==> config.mk <==
export PLATFORM = sky130hd
export DESIGN_NAME = bbox_top
export DESIGN_NICKNAME = d
export VERILOG_FILES = /design/src/bbox_pkg.sv /design/src/bbox_extent.sv /design/src/bbox_snap.sv /design/src/bbox_clip.sv /design/src/bbox_pipe.sv /design/src/bbox_top.sv
export VERILOG_INCLUDE_DIRS = /design/src
export SDC_FILE = /design/constraint.sdc
export NUM_CORES = 2
export LEC_CHECK = 0
export ABC_AREA = 1
export BUFFER_PORTS_ARGS = -buffer_cell sky130_fd_sc_hd__buf_2
export CAP_MARGIN = 20
export CORE_ASPECT_RATIO = 0.75
export CORE_UTILIZATION = 50
export DETAILED_ROUTE_END_ITERATION = 7
export GPL_ROUTABILITY_DRIVEN = 0
export PLACE_DENSITY = 0.67
export REMOVE_ABC_BUFFERS = 1
export SETUP_SLACK_MARGIN = 0.05
export SYNTH_ARGS = -nofsm -noshare
export SYNTH_HDL_FRONTEND = slang
export SYNTH_HIERARCHICAL = 1
export SYNTH_SLANG_ARGS = --single-unit
==> constraint.sdc <==
create_clock -name clk -period 1.2 [get_ports clk]
set_clock_uncertainty 0.15 [all_clocks]
set_input_delay 0.12 -clock clk [delete_from_list [all_inputs] [get_ports clk]]
set_output_delay 0.12 -clock clk [all_outputs]
set_load 0.03 [all_outputs]
==> src/bbox_settings.svh <==
// Global sizing for the bounding-box stage.
// Coordinates are signed fixed point with BBOX_RADIX fraction bits.
// BBOX_PIPE_DEPTH must be at least 1.
// The subsample decoder assumes a 4-bit one-hot code.

`ifndef BBOX_SETTINGS_SVH
`define BBOX_SETTINGS_SVH

// total coordinate width in bits
`define BBOX_SIGFIG 24

// fraction bits at the bottom of each coordinate
`define BBOX_RADIX 10

// integer bits including sign
`define BBOX_INT_BITS (`BBOX_SIGFIG - `BBOX_RADIX)

// registers between input and output
`define BBOX_PIPE_DEPTH 3

// width of the one-hot subsample code
`define BBOX_SS_BITS 4

`endif

==> src/bbox_pkg.sv <==
// Shared types for the bounding-box stage.
// All coordinates are two's complement fixed point.
// Vertex order in tri_t is index 0 to 2, winding decides facing.

`include "bbox_settings.svh"

package bbox_pkg;

    // vertices per triangle
    localparam int NUM_VERTS = 3;

    // integer and fraction split of a coordinate
    typedef struct packed {
        logic signed [`BBOX_INT_BITS-1:0] ipart;
        logic [`BBOX_RADIX-1:0]           frac;
    } coord_fields_t;

    // same word read as one signed value or as its fixed-point fields
    typedef union packed {
        logic signed [`BBOX_SIGFIG-1:0] whole;
        coord_fields_t                  fixed;
    } coord_u;

    typedef struct packed {
        coord_u x;
        coord_u y;
    } vertex_t;

    typedef vertex_t [NUM_VERTS-1:0] tri_t;

    // ll is the min corner, ur the max corner
    typedef struct packed {
        vertex_t ll;
        vertex_t ur;
    } box_t;

    // screen extent in the same fixed-point format
    typedef struct packed {
        coord_u width;
        coord_u height;
    } screen_t;

    // one-hot, msb is 1x and lsb is 64x
    typedef logic [`BBOX_SS_BITS-1:0] ss_code_t;

    // word carried down the delay line
    typedef struct packed {
        logic    valid;
        tri_t    tri_data;
        box_t    box;
    } bbox_item_t;

endpackage

==> src/bbox_extent.sv <==
// Raw bounding box of one triangle, purely combinational.
// Corners come straight from vertex coordinates, no rounding here.

`timescale 1ns/1ps

module bbox_extent (
    input  bbox_pkg::tri_t tri_in,
    output bbox_pkg::box_t box
);

    // seed both corners with vertex 0, then sweep the rest
    always_comb begin
        box.ll = tri_in[0];
        box.ur = tri_in[0];
        for (int i = 1; i < bbox_pkg::NUM_VERTS; i++) begin
            // lower-left x tracks the minimum
            if (tri_in[i].x.whole < box.ll.x.whole) begin
                box.ll.x = tri_in[i].x;
            end
            // lower-left y tracks the minimum
            if (tri_in[i].y.whole < box.ll.y.whole) begin
                box.ll.y = tri_in[i].y;
            end
            // upper-right x tracks the maximum
            if (tri_in[i].x.whole > box.ur.x.whole) begin
                box.ur.x = tri_in[i].x;
            end
            // upper-right y tracks the maximum
            if (tri_in[i].y.whole > box.ur.y.whole) begin
                box.ur.y = tri_in[i].y;
            end
        end
    end

endmodule

==> src/bbox_snap.sv <==
// Floors every box corner onto the subsample grid.
// Clearing low fraction bits floors toward minus infinity,
// so negative corners move further negative.
// Codes other than the four one-hot values act as 1x.

`timescale 1ns/1ps
`include "bbox_settings.svh"

module bbox_snap (
    input  bbox_pkg::box_t     box_in,
    input  bbox_pkg::ss_code_t ss_code,
    output bbox_pkg::box_t     box_out
);

    // fraction bits kept, log2 of samples per pixel side
    logic [1:0]             keep_bits;
    // ones over the kept fraction bits
    logic [`BBOX_RADIX-1:0] frac_mask;

    // integer field passes, fraction field is masked
    function automatic bbox_pkg::coord_u snap_coord(
        input bbox_pkg::coord_u       c,
        input logic [`BBOX_RADIX-1:0] mask
    );
        bbox_pkg::coord_u r;
        r.fixed.ipart = c.fixed.ipart;
        r.fixed.frac  = c.fixed.frac & mask;
        return r;
    endfunction

    always_comb begin
        case (ss_code)
            4'b1000: keep_bits = 2'd0;
            // half-pixel samples
            4'b0100: keep_bits = 2'd1;
            // quarter-pixel samples
            4'b0010: keep_bits = 2'd2;
            // eighth-pixel samples
            4'b0001: keep_bits = 2'd3;
            default: keep_bits = 2'd0;
        endcase
        // 1x gives an all-zero mask, whole pixels only
        frac_mask = ~({`BBOX_RADIX{1'b1}} >> keep_bits);
    end

    assign box_out.ll.x = snap_coord(box_in.ll.x, frac_mask);
    assign box_out.ll.y = snap_coord(box_in.ll.y, frac_mask);
    assign box_out.ur.x = snap_coord(box_in.ur.x, frac_mask);
    assign box_out.ur.y = snap_coord(box_in.ur.y, frac_mask);

endmodule

==> src/bbox_clip.sv <==
// Screen clamp and back-face cull, combinational.
// Each edge is clamped on its own; a box fully off screen is not rejected.
// The screen size is assumed non-negative and held steady.
// Back-face products are exact, 2*(SIGFIG+1) bits.

`timescale 1ns/1ps
`include "bbox_settings.svh"

module bbox_clip (
    input  bbox_pkg::tri_t       tri_in,
    input  logic                 tri_valid,
    input  bbox_pkg::box_t       box_in,
    input  bbox_pkg::screen_t    screen,
    output bbox_pkg::bbox_item_t item
);

    // one guard bit for a difference, double that for a product
    localparam int DIFF_W  = `BBOX_SIGFIG + 1;
    localparam int CROSS_W = 2 * DIFF_W;

    // edge differences, one bit wider than a coordinate
    logic signed [`BBOX_SIGFIG:0]       dx10;
    logic signed [`BBOX_SIGFIG:0]       dy21;
    logic signed [`BBOX_SIGFIG:0]       dy10;
    logic signed [`BBOX_SIGFIG:0]       dx21;
    // cross-product terms
    logic signed [2*`BBOX_SIGFIG+1:0]   cross_lhs;
    logic signed [2*`BBOX_SIGFIG+1:0]   cross_rhs;
    logic                               back_face;
    bbox_pkg::box_t                     box_clip;

    // coordinates sign-extend by one bit so no difference overflows
    assign dx10 = DIFF_W'(tri_in[1].x.whole) - DIFF_W'(tri_in[0].x.whole);
    assign dy21 = DIFF_W'(tri_in[2].y.whole) - DIFF_W'(tri_in[1].y.whole);
    assign dy10 = DIFF_W'(tri_in[1].y.whole) - DIFF_W'(tri_in[0].y.whole);
    assign dx21 = DIFF_W'(tri_in[2].x.whole) - DIFF_W'(tri_in[1].x.whole);

    assign cross_lhs = CROSS_W'(dx10) * CROSS_W'(dy21);
    assign cross_rhs = CROSS_W'(dy10) * CROSS_W'(dx21);
    // clockwise winding in screen space counts as back-facing
    assign back_face = cross_lhs > cross_rhs;

    always_comb begin
        box_clip = box_in;
        // right edge limited to screen width
        if (box_in.ur.x.whole > screen.width.whole) begin
            box_clip.ur.x = screen.width;
        end
        // top edge limited to screen height
        if (box_in.ur.y.whole > screen.height.whole) begin
            box_clip.ur.y = screen.height;
        end
        // left edge raised to the origin
        if (box_in.ll.x.whole < 0) begin
            box_clip.ll.x.whole = '0;
        end
        // bottom edge raised to the origin
        if (box_in.ll.y.whole < 0) begin
            box_clip.ll.y.whole = '0;
        end
    end

    assign item.valid    = tri_valid & ~back_face;
    assign item.tri_data = tri_in;
    assign item.box      = box_clip;

endmodule

==> src/bbox_pipe.sv <==
// Delay line of BBOX_PIPE_DEPTH item registers.
// hold high freezes every stage and drops the input item.
// No handshake, the producer must respect hold itself.

`timescale 1ns/1ps
`include "bbox_settings.svh"

module bbox_pipe (
    input  logic                 clk,
    input  logic                 rst_n,
    input  logic                 hold,
    input  bbox_pkg::bbox_item_t item_in,
    output bbox_pkg::bbox_item_t item_out
);

    localparam int DEPTH = `BBOX_PIPE_DEPTH;

    // stage 0 is nearest the input
    bbox_pkg::bbox_item_t stage [DEPTH];

    always_ff @(posedge clk or negedge rst_n) begin
        if (!rst_n) begin
            // valid and payload all cleared
            for (int i = 0; i < DEPTH; i++) begin
                stage[i] <= '0;
            end
        end else if (!hold) begin
            stage[0] <= item_in;
            // every stage moves one step together
            for (int i = 1; i < DEPTH; i++) begin
                stage[i] <= stage[i-1];
            end
        end
    end

    // last register feeds the output directly
    assign item_out = stage[DEPTH-1];

endmodule

==> src/bbox_top.sv <==
// Bounding-box stage top level.
// Accepts one triangle per cycle when hold is low.
// Output lags input by BBOX_PIPE_DEPTH accepted edges.
// screen and ss_code are treated as static configuration.

`timescale 1ns/1ps

module bbox_top (
    input  logic               clk,
    input  logic               rst_n,
    input  bbox_pkg::tri_t     tri_in,
    input  logic               tri_valid,
    input  bbox_pkg::screen_t  screen,
    input  bbox_pkg::ss_code_t ss_code,
    input  logic               hold,
    output bbox_pkg::tri_t     out_tri,
    output bbox_pkg::box_t     out_box,
    output logic               out_valid
);

    bbox_pkg::box_t       raw_box;
    bbox_pkg::box_t       snap_box;
    bbox_pkg::bbox_item_t clip_item;
    bbox_pkg::bbox_item_t pipe_item;

    // min and max per axis
    bbox_extent u_extent (
        .tri_in (tri_in),
        .box    (raw_box)
    );

    // floor onto the sample grid
    bbox_snap u_snap (
        .box_in  (raw_box),
        .ss_code (ss_code),
        .box_out (snap_box)
    );

    // clamp to screen, cull back faces
    bbox_clip u_clip (
        .tri_in    (tri_in),
        .tri_valid (tri_valid),
        .box_in    (snap_box),
        .screen    (screen),
        .item      (clip_item)
    );

    bbox_pipe u_pipe (
        .clk      (clk),
        .rst_n    (rst_n),
        .hold     (hold),
        .item_in  (clip_item),
        .item_out (pipe_item)
    );

    assign out_tri   = pipe_item.tri_data;
    assign out_box   = pipe_item.box;
    assign out_valid = pipe_item.valid;

endmodule

After elaboration in Yosys (flattened, before gate mapping)

Index checks and enable logic that the tools add are counted.

Flip-flop bits (word level): 723
Bits in latches: 0
RAM bits: 0
ROM bits: 0
Output and inout bits: 241
Logic and storage cells: 76
Memories: 0

Add/subtract/negate cells: 4
$mul: 2
Div/mod/pow operators: 0
$lt $le $gt $ge: 13
Equal/unequal tests: 3
Shifts and indexed selects: 1
Multiplexer cells: 13
Bitwise operators: 7
Reduce and logical (&&, ||, !) cells: 0

Operators with widths:

| kind                  | count |
|---|---|
| $mux 24               | 12 |
| $gt 24x24->1          | 6 |
| $mul 25x25->50        | 2 |
| $sub 24x24->25        | 4 |
| $lt 24x24->1          | 4 |
| $gt 50x50->1          | 1 |
| $lt 24x1->1 const B   | 2 |
| $and 10x10->10        | 4 |
| $not 10->10           | 1 |
| $shr 10x2->10 const A | 1 |
| $pmux 2 s3            | 1 |
| $eq 4x1->1 const B    | 1 |
| $eq 4x2->1 const B    | 1 |
| $eq 4x3->1 const B    | 1 |
| $and 1x1->1           | 1 |
| $not 1->1             | 1 |

Logic depth before layout (Yosys ltp)

Depth in word-level cells: 7
Mapped depth: 59

By module

Netlist, hierarchy kept.

By module, submodules not included:

| module      | instances | cells each | area an instance (um2) | seq. area each (um2) |
|---|---|---|---|---|
| bbox_clip   | 1         | 7,459      | 56,731.9               | 0.0 |
| bbox_pipe   | 1         | 3,295      | 29,121.7               | 18,092.4 |
| bbox_extent | 1         | 1,090      | 6,192.2                | 0.0 |
| bbox_snap   | 1         | 120        | 805.8                  | 0.0 |

Least setup slack after synthesis

No wires, ideal clock.

Path kind: input port to flip-flop
Start: input tri_in[48] (netlist name)
End: register u_pipe/stage[722] (netlist name)
Arrival: 8,389 ps
Data required time: 934 ps
Setup slack: -7,456 ps
Stages on the path: 43
Buffers on the path: 1
Path through: inv_1 -> ha_1 -> inv_1 -> fa_1 -> nand3_1 -> nand2_1 -> nand2_1 -> nand2_1 -> nand3_1 -> nand4_1 -> nand2_1 -> clkbuf_1 -> nor2_1 -> fa_1 -> fa_1 -> fa_1 -> fa_1 -> fa_1 -> (+7 left out) -> nand2_1 -> nor3_1 -> and3_1 -> nor2_1 -> nand2_1 -> nand2_1 -> ha_1 -> nand2_1 -> nor3_1 -> nand2_1 -> nor2_1 -> nand2_1 -> nand3_1 -> nand3_1 -> nand2_1 -> inv_1 -> nand2_1 -> nand2_1

RTL lines:

| what                            | line            | text |
|---|---|---|
| from (decl)                     | bbox_top.sv:11  | `input bbox_pkg::tri_t tri_in,` |
| to (signal, indexed assignment) | bbox_pipe.sv:31 | `stage[i] <= stage[i-1];` |
| to (decl)                       | bbox_pipe.sv:19 | `bbox_pkg::bbox_item_t stage [DEPTH];` |

==> impl_metrics.py <==
metrics = {
    "critical_path": {
        "cp.required_ps": 1650,
        "critPathKind": "in2reg",
        "r2r-start": "u_pipe/stage[722]",
        "slowest_delay_ps": 580,
        "worst_path_max_delay_cell": "fa_1",
        "rr_endpoint": "u_pipe/stage[481]",
        "r2r_slack_ps": 210,
        "reg2reg_depth": 2,
        "path_max_fanout": 4,
        "crit_top_cell": "nand2_1",
        "cp-start-kind": "input pin",
        "cp.arrival_ps": 9100,
        "cp-end-kind": "flip-flop",
    },
    "route": {
        "drt_pre_antenna_iters": 8,
        "routed_wl_um": 334000,
        "drt-initial-drc-count": 10700,
        "via_per_inst": 5.42,
        "post_drt_wl_per_cell_um": 20.7,
        "drc_errors": 1,
        "num_vias": 87500,
        "ant_nets": 0,
    },
    "logic_synthesis": {
        "syn_inst": 11900,
        "synth-warning-count": 6,
        "netlist_area_sq_mm": 0.0925,
        "avgSynthCellArea_sq_um": 7.78,
    },
    "finish": {
        "stdcell_area_sq_mm": 0.118,
        "fillers": 14600,
        "area_growth_pct": 27.8,
        "nNetsFinal": 15800,
        "drive_above_1_share": 0.242,
    },
    "global_routing": {
        "grt_max_degree": 70,
        "antenna_found_initial": 42,
        "grtUsageTotal": 0.354,
        "grt_pass1_wl_um": 510000,
        "grt_pass1_vias": 88500,
        "grt_overflow": 0,
    },
    "clock_network": {
        "clk_pin_slew_ps": 80,
        "clockBufferDepth": 3,
        "cts-buffers-inserted": 77,
        "cts.sinks": 723,
        "htreeDepth": 3,
        "cts_tree": "built",
        "cts_root_buf": "clkbuf_16",
        "clock_latency_ps": 720,
    },
    "min_path": {
        "whs_path_depth": 4,
        "hold_start": "hold",
        "whs_endpoint": "u_pipe/item_out[149]",
        "hold_path.class": "in2reg",
    },
    "sta": {
        "rsz0062_at_grt": "true",
        "slew_viol_final": 0,
        "hold_viol": 217,
        "whs_ps": -214,
        "timing.final.ws_setup_ps": -7450,
        "tightest_slew_ps": 792,
        "fin_crit_sh": 7.21,
        "finalSetupViolations": 447,
        "slew_headroom": 0.470,
        "timing.fmax_ghz": 0.116,
        "period_minus_slack_ps": 8650,
    },
    "run_status": {
        "violations": "design-rule violations, negative hold slack, negative setup slack",
        "status": "finished, violations left",
    },
    "placement": {
        "port-buffer-count": 440,
        "post-dp-hpwl_um": 269000,
        "placed_area_sq_mm": 0.107,
    },
    "die": {
        "die_w_um": 499,
        "core_sq_mm": 0.183,
        "io_pins": 441,
        "placement_rows": 136,
        "start_util": 0.504,
        "die_h_um": 375,
        "die_area_sq_mm": 0.187,
    },
    "job": {
        "maxCapViolations": 0,
    },
}
==> layout make-up <==
class / count / area, sq um / share of cell area
Sequential cell: 723 / 18100 / 0.153
Tap cell: 2415 / 3020 / 0.0256
Timing Repair Buffer: 2500 / 21400 / 0.181
Inverter: 2026 / 7710 / 0.0652
Clock buffer: 103 / 2150 / 0.0181
Multi-Input combinational cell: 8310 / 65300 / 0.552
Timing Repair inverter: 1 / 7.51 / 0.0000635
Clock inverter: 32 / 447 / 0.00378
Antenna cell: 34 / 85.1 / 0.000720
==> per-layer routing <==
metal | global-route usage | vias up | wire length [um]
met1 | 0.478 | 42700 | 129000
li1 | - | 38600 | -
met5 | 0 | - | 113
met3 | 0.134 | 937 | 48500
met4 | 0.149 | 16 | 17200
met2 | 0.508 | 5256 | 138000
==> through the flow <==
step	setup TNS (ps)	setup WS, ps	hold WS [ps]	util	std cells
4_1_cts	-374740	-7180	-255	0.632	16100
3_5_place_dp	-367560	-8770	118	0.585	15600
3_3_place_gp	-353220	-8610	109	0.585	15600
6_report	-387670	-7450	-214	0.645	16100
5_1_grt	-410490	-7720	-214	0.644	16100
2_1_floorplan	-3391340	-7730	-326	-	11100
==> worst max path at each step <==
stage / slack (ps) / startpoint / end / depth (start not counted)
3_5_place_dp: -8770 / tri_in[10] / u_pipe/stage[722] / 49
5_1_grt: -7720 / tri_in[13] / u_pipe/stage[722] / 46
6_report: -7450 / tri_in[17] / u_pipe/stage[722] / 49
3_3_place_gp: -8610 / tri_in[10] / u_pipe/stage[722] / 50
2_1_floorplan: -7730 / tri_in[48] / u_pipe/stage[722] / 44
4_1_cts: -7180 / tri_in[48] / u_pipe/stage[722] / 52
==> what timing repair did <==
item	in CTS	in global routing
pin swaps	224	204
endpoints found under the hold margin	1442	238
buffers inserted	52	44
resized for setup	810	448
cloned	8	6
hold buffers	242	6
setup endpoints to repair	322	618
==> layout by cell type, fill, tap and decap left out, types with 88 or more instances in the layout <==
cell type      instances
buf_6                119
buf_2                374
nand2_2              138
nand2_1             3887
buf_4               1558
o21ai_1               88
ha_1                 498
a21oi_1              231
o21ai_0              128
fa_1                1240
a21oi_2              112
nor2_1               806
ha_4                 106
dlygate4sd3_1        244
nor2_2               106
buf_12               188
dfrtp_1              715
nand3_1              250
inv_1               1926
==> sequential cells by signal, indices dropped and copies added (netlist names) <==
register and cells:
u_pipe/stage 482, u_pipe/item_out 241
==> worst max-delay path, delay by kind of cell <==
family | cells | cell delay [ps]
adder cells (fa/ha/maj) | 10 | 4630
AND/OR/NAND/NOR | 20 | 2230
buffers and inverters | 14 | 1410
AO/OA/AOI/OAI | 4 | 440
XOR/XNOR | 1 | 240
Power is not shown: default switching activity piles up to over one toggle a cycle in this logic, so the estimate is an artifact.
